==> src/logic/core_defines.svh <==
`ifndef CORE_DEFINES_SVH
`define CORE_DEFINES_SVH

// operand and result width.
`define DATA_WIDTH 32

// pc and data address width.
`define ADDR_WIDTH 32

`define REG_ADDR_WIDTH 5

// data ram depth in words.
`define DMEM_WORDS 256

`endif

==> src/logic/core_pkg.sv <==
`default_nettype none

package core_pkg;

  // rv32i major opcodes.
  typedef enum logic [6:0] {
    R         = 7'b0110011,
    IMMEDIATE = 7'b0010011,
    LOAD      = 7'b0000011,
    STORE     = 7'b0100011,
    BRANCH    = 7'b1100011,
    JAL       = 7'b1101111,
    AUIPC     = 7'b0010111
  } opcode_e;

  typedef enum logic {
    BYTE = 1'b0,
    WORD = 1'b1
  } access_size_e;

  typedef struct packed {
    logic [6:0] funct7;
    logic [4:0] rs2;
    logic [4:0] rs1;
    logic [2:0] funct3;
    logic [4:0] rd;
    opcode_e    opcode;
  } r_view_t;

  typedef struct packed {
    logic [11:0] imm;
    logic [4:0]  rs1;
    logic [2:0]  funct3;
    logic [4:0]  rd;
    opcode_e     opcode;
  } i_view_t;

  typedef struct packed {
    logic [6:0] imm_hi;
    logic [4:0] rs2;
    logic [4:0] rs1;
    logic [2:0] funct3;
    logic [4:0] imm_lo;
    opcode_e    opcode;
  } s_view_t;

  // one instruction word, register view or immediate views.
  typedef union packed {
    r_view_t r;
    i_view_t i;
    s_view_t s;
  } instr_u;

endpackage

`default_nettype wire

==> src/logic/decode_stage.sv <==
`default_nettype none
`include "core_defines.svh"

module decode_stage (
  input  logic                       clk_i,
  input  logic                       rst_i,
  input  logic                       issue_valid_i,
  input  var core_pkg::instr_u       issue_instr_i,
  input  logic [`ADDR_WIDTH-1:0]     issue_pc_i,
  input  logic                       mem_stall_i,
  input  logic                       redirect_i,
  output logic [`REG_ADDR_WIDTH-1:0] rs1_addr_o,
  output logic [`REG_ADDR_WIDTH-1:0] rs2_addr_o,
  input  logic [`DATA_WIDTH-1:0]     rs1_data_i,
  input  logic [`DATA_WIDTH-1:0]     rs2_data_i,
  output logic                       ready_o,
  output logic                       ex_valid_o,
  output core_pkg::instr_u           ex_instr_o,
  output logic [`ADDR_WIDTH-1:0]     ex_pc_o,
  output logic [`DATA_WIDTH-1:0]     ex_imm_o,
  output logic [`DATA_WIDTH-1:0]     ex_rs1_data_o,
  output logic [`DATA_WIDTH-1:0]     ex_rs2_data_o
);

  assign ready_o = !mem_stall_i;

  // an instruction offered during a redirect is squashed.
  always_ff @(posedge clk_i) begin
    if (!rst_i) begin
      ex_valid_o <= 1'b0;
    end else if (!mem_stall_i) begin
      ex_valid_o <= issue_valid_i && !redirect_i;
    end
  end

  always_ff @(posedge clk_i) begin
    if (!mem_stall_i && issue_valid_i) begin
      ex_instr_o <= issue_instr_i;
      ex_pc_o    <= issue_pc_i;
    end
  end

  // immediate format follows the opcode.
  always_comb begin
    case (ex_instr_o.r.opcode)
      core_pkg::STORE: begin
        ex_imm_o = {{(`DATA_WIDTH-12){ex_instr_o.s.imm_hi[6]}},
                    ex_instr_o.s.imm_hi, ex_instr_o.s.imm_lo};
      end
      core_pkg::BRANCH: begin
        ex_imm_o = {{(`DATA_WIDTH-12){ex_instr_o[31]}}, ex_instr_o[7],
                    ex_instr_o[30:25], ex_instr_o[11:8], 1'b0};
      end
      core_pkg::JAL: begin
        ex_imm_o = {{(`DATA_WIDTH-20){ex_instr_o[31]}}, ex_instr_o[19:12],
                    ex_instr_o[20], ex_instr_o[30:21], 1'b0};
      end
      core_pkg::AUIPC: begin
        ex_imm_o = {ex_instr_o[31:12], 12'b0};
      end
      default: begin
        ex_imm_o = {{(`DATA_WIDTH-12){ex_instr_o.i.imm[11]}}, ex_instr_o.i.imm};
      end
    endcase
  end

  // operands are read while the word sits in id/ex.
  assign rs1_addr_o    = ex_instr_o.r.rs1;
  assign rs2_addr_o    = ex_instr_o.r.rs2;
  assign ex_rs1_data_o = rs1_data_i;
  assign ex_rs2_data_o = rs2_data_i;

  // id/ex holds through a load stall.
  a_hold_on_stall : assert property (
    @(posedge clk_i) disable iff (!rst_i)
    mem_stall_i |=> $stable(ex_instr_o)
  );

endmodule : decode_stage

`default_nettype wire

==> config.mk <==
export PLATFORM = sky130hd
export DESIGN_NAME = decode_stage
export DESIGN_NICKNAME = d
export VERILOG_FILES = /design/src/logic/core_pkg.sv /design/src/logic/decode_stage.sv
export VERILOG_INCLUDE_DIRS = /design/src /design/src/logic
export SDC_FILE = /design/constraint.sdc
export NUM_CORES = 1
export LEC_CHECK = 0
export ABC_AREA = 1
export CAP_MARGIN = 20
export CORE_AREA = 2 2 117 119
export CTS_CLUSTER_DIAMETER = 60
export DETAILED_ROUTE_END_ITERATION = 10
export DIE_AREA = 0 0 119 121
export DONT_BUFFER_PORTS = 1
export SETUP_SLACK_MARGIN = 0.5
export SKIP_CTS_REPAIR_TIMING = 1
export SLEW_MARGIN = 15
export SYNTH_ARGS = -nofsm -noshare
export SYNTH_HDL_FRONTEND = slang
export SYNTH_SLANG_ARGS = --single-unit
==> constraint.sdc <==
create_clock -name clk_i -period 3.45 [get_ports clk_i]
set_input_delay 0.345 -clock clk_i [delete_from_list [all_inputs] [get_ports clk_i]]
set_output_delay 0.345 -clock clk_i [all_outputs]
set_load 0.1 [all_outputs]
Word-level counts from Yosys, hierarchy flattened
Index checks and enable logic that the tools add are counted.
{"block": "word_totals", "register_bits": 65, "input_bits": 133, "output_inout_bits": 172, "word_cells": 12}
{"block": "op_classes", "n_eq_ne": 4, "mux": 1, "n_reduce_logical": 4}
{"op": "one-hot mux 31 bit (4 select lines)", "n": 1}
{"op": "== test 7 bit, second input constant", "n": 2}
{"op": "== test 7 x 5 -> 1 bit, second input constant", "n": 1}
{"op": "== test 7 x 6 -> 1 bit, second input constant", "n": 1}
{"op": "logical AND 1 bit", "n": 2}
{"op": "zero test 1 bit", "n": 2}

Logic depth before layout (Yosys ltp)
Gate-level depths: netlist (run 1).
{"block": "logic_depth", "depth_word": 2, "ltp_mapped": 7, "ltp_nobuf": 7}

Worst setup path after synthesis (run 1)
OpenSTA, ideal clock, no wires.
{"block": "synth_path", "path_kind": "flip-flop to output port", "start": "register ex_instr_o[1] in the netlist's numbering", "end": "output port ex_imm_o[20]", "t_arrival_ps": 3612, "required_ps": 3105, "path_slack_ps": -507, "path_stages_with_launch": 5, "path_buffers": 0, "cell_sequence": "edfxtp_1 > nand2_2 > nor2_2 > nand2_4 > o21ai_0"}
{"block": "synth_between", "elab_chain_len": 2, "elab_cells_between_ends": 5, "classes_between": "eq/ne (4); mux (1)"}
{"item": "from (decl)", "line_no": "decode_stage.sv:18", "rtl": "output core_pkg::instr_u ex_instr_o,"}
{"item": "from (signal assigned)", "line_no": "decode_stage.sv:38", "rtl": "ex_instr_o <= issue_instr_i;"}
{"item": "== test 7 x 5 -> 1 bit, or another cell as far along", "line_no": "decode_stage.sv:45", "rtl": "case (ex_instr_o.r.opcode)"}
{"item": "one-hot mux 31 bit (4 select lines) (*)", "line_no": "decode_stage.sv:45"}
{"item": "to (decl)", "line_no": "decode_stage.sv:20", "rtl": "output logic [`DATA_WIDTH-1:0] ex_imm_o,"}
Every way passes the cells marked *; elsewhere a longest branch is shown, timed or not.

Worst setup path after layout (run 1)
{"block": "layout_path", "start": "register ex_instr_o[0] in the netlist's numbering", "end": "output port ex_imm_o[24]"}
Same word-level chain as after synthesis.

==> run summary, run 1 <==
fin nets - 392
Distinct cells, synth - 20
minimum clock period - 2.609 ns
Placed Cells - 424
syn_nets - 387
final cell count without fillers - 440
reg-to-reg setup timing slack - 2.16 ns
Final Slew Violations - 0
Hold WC Path Type - input pin to flop
Cell Pwr Density - 734.3 nW/um2
share of cells above drive strength 1 - 43.18%
placer congestion estimate - 0.8282
cell with the most instances after synthesis - buf_4
Max VDD drop - 0.0003219 V
max_cap viols - 0
chip width - 119 um
post-route clock period utilization - 75.63%
crit end category - output port
Slew @ Worst Pin - 0.9675 ns
DIE HEIGHT - 121 um
clock-pin transition on the worst setup and hold timing paths - 0.06 ns
post-DP HPWL - 9214 um
ys flop type - edfxtp_1
Vias/cell - 4.141
H-tree Lvls - 3
RSZ-0062 raised after global routing - false
largest net degree at the start of global routing - 43
Setup TNS Final - 0 ns
CTS buffer count - 9
Arr. time, crit path - 2.26 ns
DRC errors left - 0
first-pass GRT wire length - 13670 um
Synth Area per Inst - 12.16 um2
initial antenna violation count - 0
I/O Buffers - 0
origin of the worst setup path - ex_instr_o[0]
diode count - 0
post-route ant nets - 0
fmax - 0.3832 GHz
Post-synth ARST share - 0%
number of global-route vias before repair - 1813
Synth Instances - 254
CTS tree - built
headroom to the max-slew limit - 35.41%
FP Rows - 42
# IOs - 305
GR Util All Layers - 13.85%
CP Max Fanout - 17
Synth area leaders - edfxtp_1, buf_4, nand2_1
crit path kind - flop to output port
design area - 3706 um2
crit path launch type - flop
Commonest cells post-synth - buf_4, edfxtp_1, nand2_1
Setup Skew - 0 ns
Initial Utilization - 23.60%
core region area - 13090 um2
Tot Pwr - 2.721 mW
first-pass iteration count of the detailed router - 4
Die Footprint - 14400 um2
WL/cell - 24.11 um
Seq/Total Area, Yosys - 62.88%
flops & latches, synth - 65
Leakage - 1.504 nW
Post-synth EDFFs - 64
CTS Root Cell - clkbuf_16
GRT overflow - 0
Area growth syn-to-layout - 20.02%
launch point of the worst reg-to-reg path - ex_valid_o
Setup-failing EPs final - 0
post-synth top area share - 62.24%
routed via count - 1822
clk buf depth - 2
CP required - 3.11 ns
Min-Delay Startpoint - issue_instr_i[10]
Detailed Route WL - 10610 um
worst-skew pair later-pin latency - 0.32 ns
Starting DRT DRC Count - 58
Synthesis Warnings - 0
placed cell area - 3395 um2
Syn Std Cell Area - 3088 um2
area leader, netlist - edfxtp_1
clock sink count - 65
Hold Violations, Final - 0
status - complete, no violations
-- logic make-up (layout without fill, tap and decap cells) --
kind of cell | after synthesis | in the layout | share of synthesized area (%)
buffers and inverters | 98 | 108 | 21.52
DFF | 65 | 65 | 62.88
AOI/OAI and AO/OA | 8 | 8 | 2.107
and+or+nand+nor | 83 | 83 | 13.49
-- area by class of cell --
class	count	area [um2]
Clock buffer	10	229.0
Clock inverter	6	82.58
Fill cell	1321	9379
Inverter	21	78.83
Multi-Input combinational cell	91	508.0
Sequential cell	65	1942
Tap cell	176	220.2
Timing Repair Buffer	71	645.6
-- flip-flops by register name, indices dropped and copies added (netlist names) --
name	flops
ex_instr_o	32
ex_pc_o	32
ex_valid_o	1
-- power by group --
group | switching, mW | internal, mW | total [mW]
combinational | 0.537 | 0.105 | 0.642
sequential | 0.211 | 0.931 | 1.14
clock | 0.309 | 0.628 | 0.937
-- through the flow --
| stage | hold slack (ns) | util, % | worst slack (ns) |
|---|---|---|---|
| floorplan | 0.4439 | - | 0.2532 |
| global placement | 0.4439 | 25.94 | 1.293 |
| detailed placement | 0.4439 | 25.94 | 1.176 |
| CTS | 0.09668 | 28.32 | 0.8202 |
| global route | 0.09748 | 28.32 | 0.7544 |
| finish | 0.1134 | 28.32 | 0.8406 |
-- layer usage --
metal  wire length, um  global-route usage [%]  up-vias
met1              2841                   10.40      827
met3              1650                   9.258       22
met4               458                   8.482        0
li1                  -                       -      781
met2              5656                   25.40      192
met5                 0                  0.7353        -
-- critical path, stage by stage, from the launching register on --
cell	delay, ns
edfxtp_1	0.36
buf_4	0.31
nand2_2	0.17
nor2_2	0.18
nand2_4	0.20
inv_2	0.25
nand2_1	0.09
nand2_1	0.09
buf_4	0.29
-- layout by cell type, fill, tap and decap left out, types with 3 or more instances in the layout --
cell type,synthesis,final
buf_4,75,65
edfxtp_1,64,64
nand2_1,41,41
inv_1,18,18
nand3_1,11,11
clkbuf_16,0,9
nor2_2,2,8
o21ai_2,6,7
nor2_1,13,6
nand4_1,6,6
buf_16,0,5
inv_2,3,3
nand2_2,3,3
nand2_4,3,3
-- worst paths after layout --
kind	to	cells past startpoint
min reg2reg	ex_valid_o	2
max reg2reg	ex_valid_o	2
max	ex_imm_o[24]	8
min	ex_instr_o[10]	0
Note: power is estimated with default switching activity, not from simulation.
==> run 2: changes to the inputs <==
==> constraint.sdc (replaced) <==
create_clock -name clk_i -period 2.5 [get_ports clk_i]
set_input_delay 0.25 -clock clk_i [delete_from_list [all_inputs] [get_ports clk_i]]
set_output_delay 0.25 -clock clk_i [all_outputs]
set_load 0.1 [all_outputs]
==> run summary, run 2 (synthesis results as in run 1) <==
final worst slack - 0.4476 ns (was 0.8406 ns)
number of global-route vias before repair - 1939 (was 1813)
Hold WC Path Type - input pin to flop (unchanged)
first-pass iteration count of the detailed router - 4 (unchanged)
Worst Hold Slack - 0.01628 ns (was 0.1134 ns)
Routed met2 length - 6487 um (was 5656 um)
met3 wire len - 1653 um (was 1650 um)
top flop regs - ex_instr_o x32, ex_pc_o x32, ex_valid_o x1 (unchanged)
status - complete, no violations (unchanged)
CP Max Fanout - 8 (was 17)
FP Rows - 42 (unchanged)
Die Footprint - 14400 um2 (unchanged)
Place WS - 0.5900 ns (was 1.176 ns)
Starting DRT DRC Count - 61 (was 58)
Hold Violations, Final - 0 (unchanged)
DRC errors left - 0 (unchanged)
initial antenna violation count - 1 (was 0)
launch point of the worst reg-to-reg path - ex_valid_o (unchanged)
headroom to the max-slew limit - 37.92% (was 35.41%)
post-route clock period utilization - 82.10%
RSZ-0062 raised after global routing - true (was false)
clock sink count - 65 (unchanged)
clock-pin transition on the worst setup and hold timing paths - 0.06 ns (about the same)
Area growth syn-to-layout - 44.98% (was 20.02%)
Leakage - 1.709 nW (was 1.504 nW)
fmax - 0.4872 GHz
# IOs - 305 (unchanged)
placer congestion estimate - 0.8199 (was 0.8282)
most frequent cells in the layout - edfxtp_1, buf_4, buf_12 (was buf_4, edfxtp_1, nand2_1)
Top Metal Used - met5 (was met4)
Tot Pwr - 3.836 mW (was 2.721 mW)
Final Slew Violations - 0 (unchanged)
CTS buffer count - 9 (unchanged)
WL/cell - 23.95 um (was 24.11 um)
largest net degree at the start of global routing - 66 (was 43)
H-tree Lvls - 3 (unchanged)
Max VDD drop - 0.0006285 V (was 0.0003219 V)
first-pass GRT wire length - 13650 um (was 13670 um)
worst-skew pair later-pin latency - 0.32 ns (about the same)
clk buf depth - 2 (unchanged)
final cell count without fillers - 449 (was 440)
WL met1 - 2400 um (was 2841 um)
placed cell area - 3874 um2 (was 3395 um2)
Initial Utilization - 23.60% (unchanged)
minimum clock period - 2.052 ns
Arr. time, crit path - 1.80 ns (was 2.26 ns)
CP required - 2.25 ns (was 3.11 ns)
Detailed Route WL - 10750 um (was 10610 um)
share of cells above drive strength 1 - 56.41% (was 43.18%)
Cell Pwr Density - 856.9 nW/um2 (was 734.3 nW/um2)
diode count - 0 (unchanged)
chip width - 119 um (unchanged)
Min-Delay Startpoint - issue_instr_i[8] (was issue_instr_i[10])
core region area - 13090 um2 (unchanged)
fin nets - 401 (was 392)
GR Util All Layers - 13.77% (was 13.85%)
fillers - 1231 (was 1321)
origin of the worst setup path - ex_instr_o[5] (was ex_instr_o[0])
Vias/cell - 4.171 (was 4.141)
max_cap viols - 0 (unchanged)
I/O Buffers - 0 (unchanged)
design area - 4477 um2 (was 3706 um2)
utilization after layout - 34.21% (was 28.32%)
area of the multi-input gates - 920.9 um2 (was 508.0 um2)
crit path launch type - flop (unchanged)
CTS Root Cell - clkbuf_16 (unchanged)
Setup Skew - 0 ns (unchanged)
total area of sequential cells - 1942 um2 (unchanged)
post-DP HPWL - 8775 um (was 9214 um)
crit path kind - flop to output port (unchanged)
CTS tree - built (unchanged)
DIE HEIGHT - 121 um (unchanged)
Placed Cells - 418 (was 424)
GRT overflow - 0 (unchanged)
post-route ant nets - 0 (unchanged)
Setup TNS Final - 0 ns (unchanged)
Setup-failing EPs final - 0 (unchanged)
routed via count - 1873 (was 1822)
crit end category - output port (unchanged)
most common cell after layout, fill and taps aside - edfxtp_1 (was buf_4)
Slew @ Worst Pin - 0.9332 ns (was 0.9675 ns)
[run 2: worst max-delay path, cell delays in order, from the launching register on]
cell and delay [ns]:
edfxtp_1 0.43, inv_2 0.11, nand2_4 0.06, nor2_4 0.19
buf_12 0.14, nand2_8 0.08, nand2_8 0.14, nand2_2 0.06
nand2_2 0.09, buf_12 0.17
[run 2: area by class of cell]
class                      instances  area share [%]
timing repair buffer              79           22.50
clock inverter                     7           1.565
multi-input combinational         92           20.57
clock buffer                       9           5.031
tap                              176           4.919
inverter                          21           2.040
sequential                        65           43.38
[run 2: power breakdown]
part	internal, mW	switching, mW
Combinational	0.239	0.787
Clock	0.769	0.453
Sequential	1.29	0.302
Total	2.29	1.54
[run 2: worst paths after layout]
kind | endpoint | slack (ns) | cells past startpoint
worst max-delay path | ex_imm_o[12] | 0.45 | 9
worst min register to register | ex_valid_o | 0.72 | 3
worst min-delay path | ex_instr_o[8] | 0.02 | 0
worst max register to register | ex_valid_o | 1.60 | 3
[run 2: layer usage]
metal	up-vias	global-route usage, %
li1	802	-
met1	869	9.037
met2	180	27.73
met3	20	9.117
met4	2	6.845
met5	-	0
==> run 3: changes to the inputs <==
==> constraint.sdc (replaced) <==
create_clock -name clk_i -period 1.8 [get_ports clk_i]
set_input_delay 0.18 -clock clk_i [delete_from_list [all_inputs] [get_ports clk_i]]
set_output_delay 0.18 -clock clk_i [all_outputs]
set_load 0.1 [all_outputs]
==> run summary, run 3 (synthesis results as in run 1) <==
status - finished with violations (was complete, no violations)
failing checks - setup timing
combinational share of power - 37.2% (was 26.7%)
origin of the worst setup path - ex_instr_o[1] (was ex_instr_o[5])
Slew @ Worst Pin - 0.3506 ns (was 0.9332 ns)
most common cell after layout, fill and taps aside - buf_4 (was edfxtp_1)
CTS tree - built (unchanged)
CTS Root Cell - clkbuf_16 (unchanged)
Final Slew Violations - 0 (unchanged)
Vias/cell - 4.102 (was 4.171)
fmax - 0.5154 GHz
Starting DRT DRC Count - 60 (was 61)
# IOs - 305 (unchanged)
minimum clock period - 1.940 ns
fillers - 1130 (was 1231)
CP Max Fanout - 5 (was 8)
cells on worst reg2reg path - 3 (unchanged)
share of cells above drive strength 1 - 55.06% (was 56.41%)
worst-skew pair later-pin latency - 0.33 ns (was 0.32 ns)
Initial Utilization - 23.60% (unchanged)
DIE HEIGHT - 121 um (unchanged)
Setup-failing EPs final - 31 (was 0)
Max VDD drop - 0.0008198 V (was 0.0006285 V)
placer congestion estimate - 0.8015 (was 0.8199)
post-route ant nets - 0 (unchanged)
Tot Pwr - 5.766 mW (was 3.836 mW)
Detailed Route WL - 12140 um (was 10750 um)
clock power share - 30.6% (was 31.9%)
FP Rows - 42 (unchanged)
headroom to the max-slew limit - 76.63% (was 37.92%)
post-DP HPWL - 9183 um (was 8775 um)
Leakage - 2.429 nW (was 1.709 nW)
Hold WC Path Type - input pin to flop (unchanged)
launch point of the worst reg-to-reg path - ex_valid_o (unchanged)
routed via count - 2383 (was 1873)
first-pass GRT wire length - 14430 um (was 13650 um)
clock-pin transition on the worst setup and hold timing paths - 0.06 ns (about the same)
final worst slack - -0.1404 ns (was 0.4476 ns)
Die Footprint - 14400 um2 (unchanged)
DRC errors left - 0 (unchanged)
CP required - 1.62 ns (was 2.25 ns)
GR Util All Layers - 14.11% (was 13.77%)
Net Sw Frac - 38.73% (was 40.20%)
crit path kind - flop to output port (unchanged)
first-pass iteration count of the detailed router - 4 (unchanged)
crit path launch type - flop (unchanged)
Flop pwr share - 32.1% (was 41.4%)
fin nets - 533 (was 401)
net switching power - 2.233 mW (was 1.542 mW)
top flop regs - ex_instr_o x32, ex_pc_o x32, ex_valid_o x1 (unchanged)
Arr. time, crit path - 1.76 ns (was 1.80 ns)
Setup Skew - 0 ns (unchanged)
WL/cell - 20.90 um (was 23.95 um)
core region area - 13090 um2 (unchanged)
clk buf depth - 2 (unchanged)
worst r2r dst - ex_valid_o (unchanged)
crit end category - output port (unchanged)
largest net degree at the start of global routing - 66 (unchanged)
utilization after layout - 44.91% (was 34.21%)
cell-internal power - 3.533 mW (was 2.294 mW)
Place WS - 0.1672 ns (was 0.5900 ns)
diode count - 0 (unchanged)
post-route clock period utilization - 107.8%
reg-to-reg setup timing slack - 0.81 ns (was 1.60 ns)
CTS buffer count - 9 (unchanged)
most frequent cells in the layout - buf_4, edfxtp_1, dlygate4sd3_1 (was edfxtp_1, buf_4, buf_12)
RSZ-0062 raised after global routing - true (unchanged)
initial antenna violation count - 0 (was 1)
Area growth syn-to-layout - 90.32% (was 44.98%)
CP Capture Point - ex_imm_o[3] (was ex_imm_o[12])
Cell Pwr Density - 981.1 nW/um2 (was 856.9 nW/um2)
H-tree Lvls - 3 (unchanged)
I/O Buffers - 0 (unchanged)
number of global-route vias before repair - 2150 (was 1939)
GRT overflow - 0 (unchanged)
Hold Violations, Final - 0 (unchanged)
max_cap viols - 0 (unchanged)
clock sink count - 65 (unchanged)
chip width - 119 um (unchanged)
-- run 3: layout make-up --
cell class	instances	area [um2]	share of cell area [%]
clock buffers	10	239.0	4.066
clock inverters	6	67.56	1.150
multi-input cells	91	817.0	13.90
repair buffers	212	2497	42.50
flip-flops and latches	65	1942	33.04
inverters	21	93.84	1.597
well taps	176	220.2	3.747
-- run 3: power by group through the flow --
stage	Combinational [mW]	Sequential [mW]	Clock, mW
after floorplan	1.42	2.58	0
after global placement	1.87	1.88	0
after detailed placement	1.88	1.89	0
after CTS	1.88	1.86	1.79
after global routing	2.20	1.87	1.87
final	2.15	1.85	1.77
-- run 3: worst min-delay path by stage --
| stage | from | end | slack, ns | depth (start not counted) |
|---|---|---|---|---|
| detailed placement | issue_pc_i[14] | ex_pc_o[14] | 0.28 | 0 |
| global route | rst_i | ex_valid_o | 0.01 | 1 |
| finish | rst_i | ex_valid_o | 0.02 | 1 |
| floorplan | issue_instr_i[0] | ex_instr_o[0] | 0.28 | 0 |
| CTS | issue_instr_i[24] | ex_instr_o[24] | -0.07 | 0 |
| global placement | issue_pc_i[22] | ex_pc_o[22] | 0.28 | 0 |
-- run 3: routing by layer --
layer  up-vias  routed length [um]  track usage, %  share of wire [%]
li1       1070                   -               -                  -
met1      1082                3278           11.18                 27
met2       216                6747           26.40                 56
met3        15                1921           9.774                 16
met4         0                 193           5.729                1.6
met5         -                   0               0                  0
-- run 3: critical path, cell delays in order (launching register included) --
cell and delay [ns]:
edfxtp_1 0.43, nand2_2 0.14, buf_4 0.16, nor2_4 0.04
nand2_4 0.09, buf_6 0.12, nand4_1 0.15, nand2_4 0.12
buf_12 0.17
-- run 3: metrics by stage --
| stage | area, um2 | TNS [ns] | hold WS [ns] | cells |
|---|---|---|---|---|
| after global routing | 5877 | -5.521 | 0.01043 | 581 |
| after detailed placement | 4449 | 0 | 0.2789 | 477 |
| after CTS | 4756 | -4.317 | -0.06880 | 493 |
| after floorplan | 3552 | -15.55 | 0.2789 | 254 |
| after global placement | 4449 | 0 | 0.2789 | 477 |
| final | 5877 | -2.694 | 0.01786 | 581 |
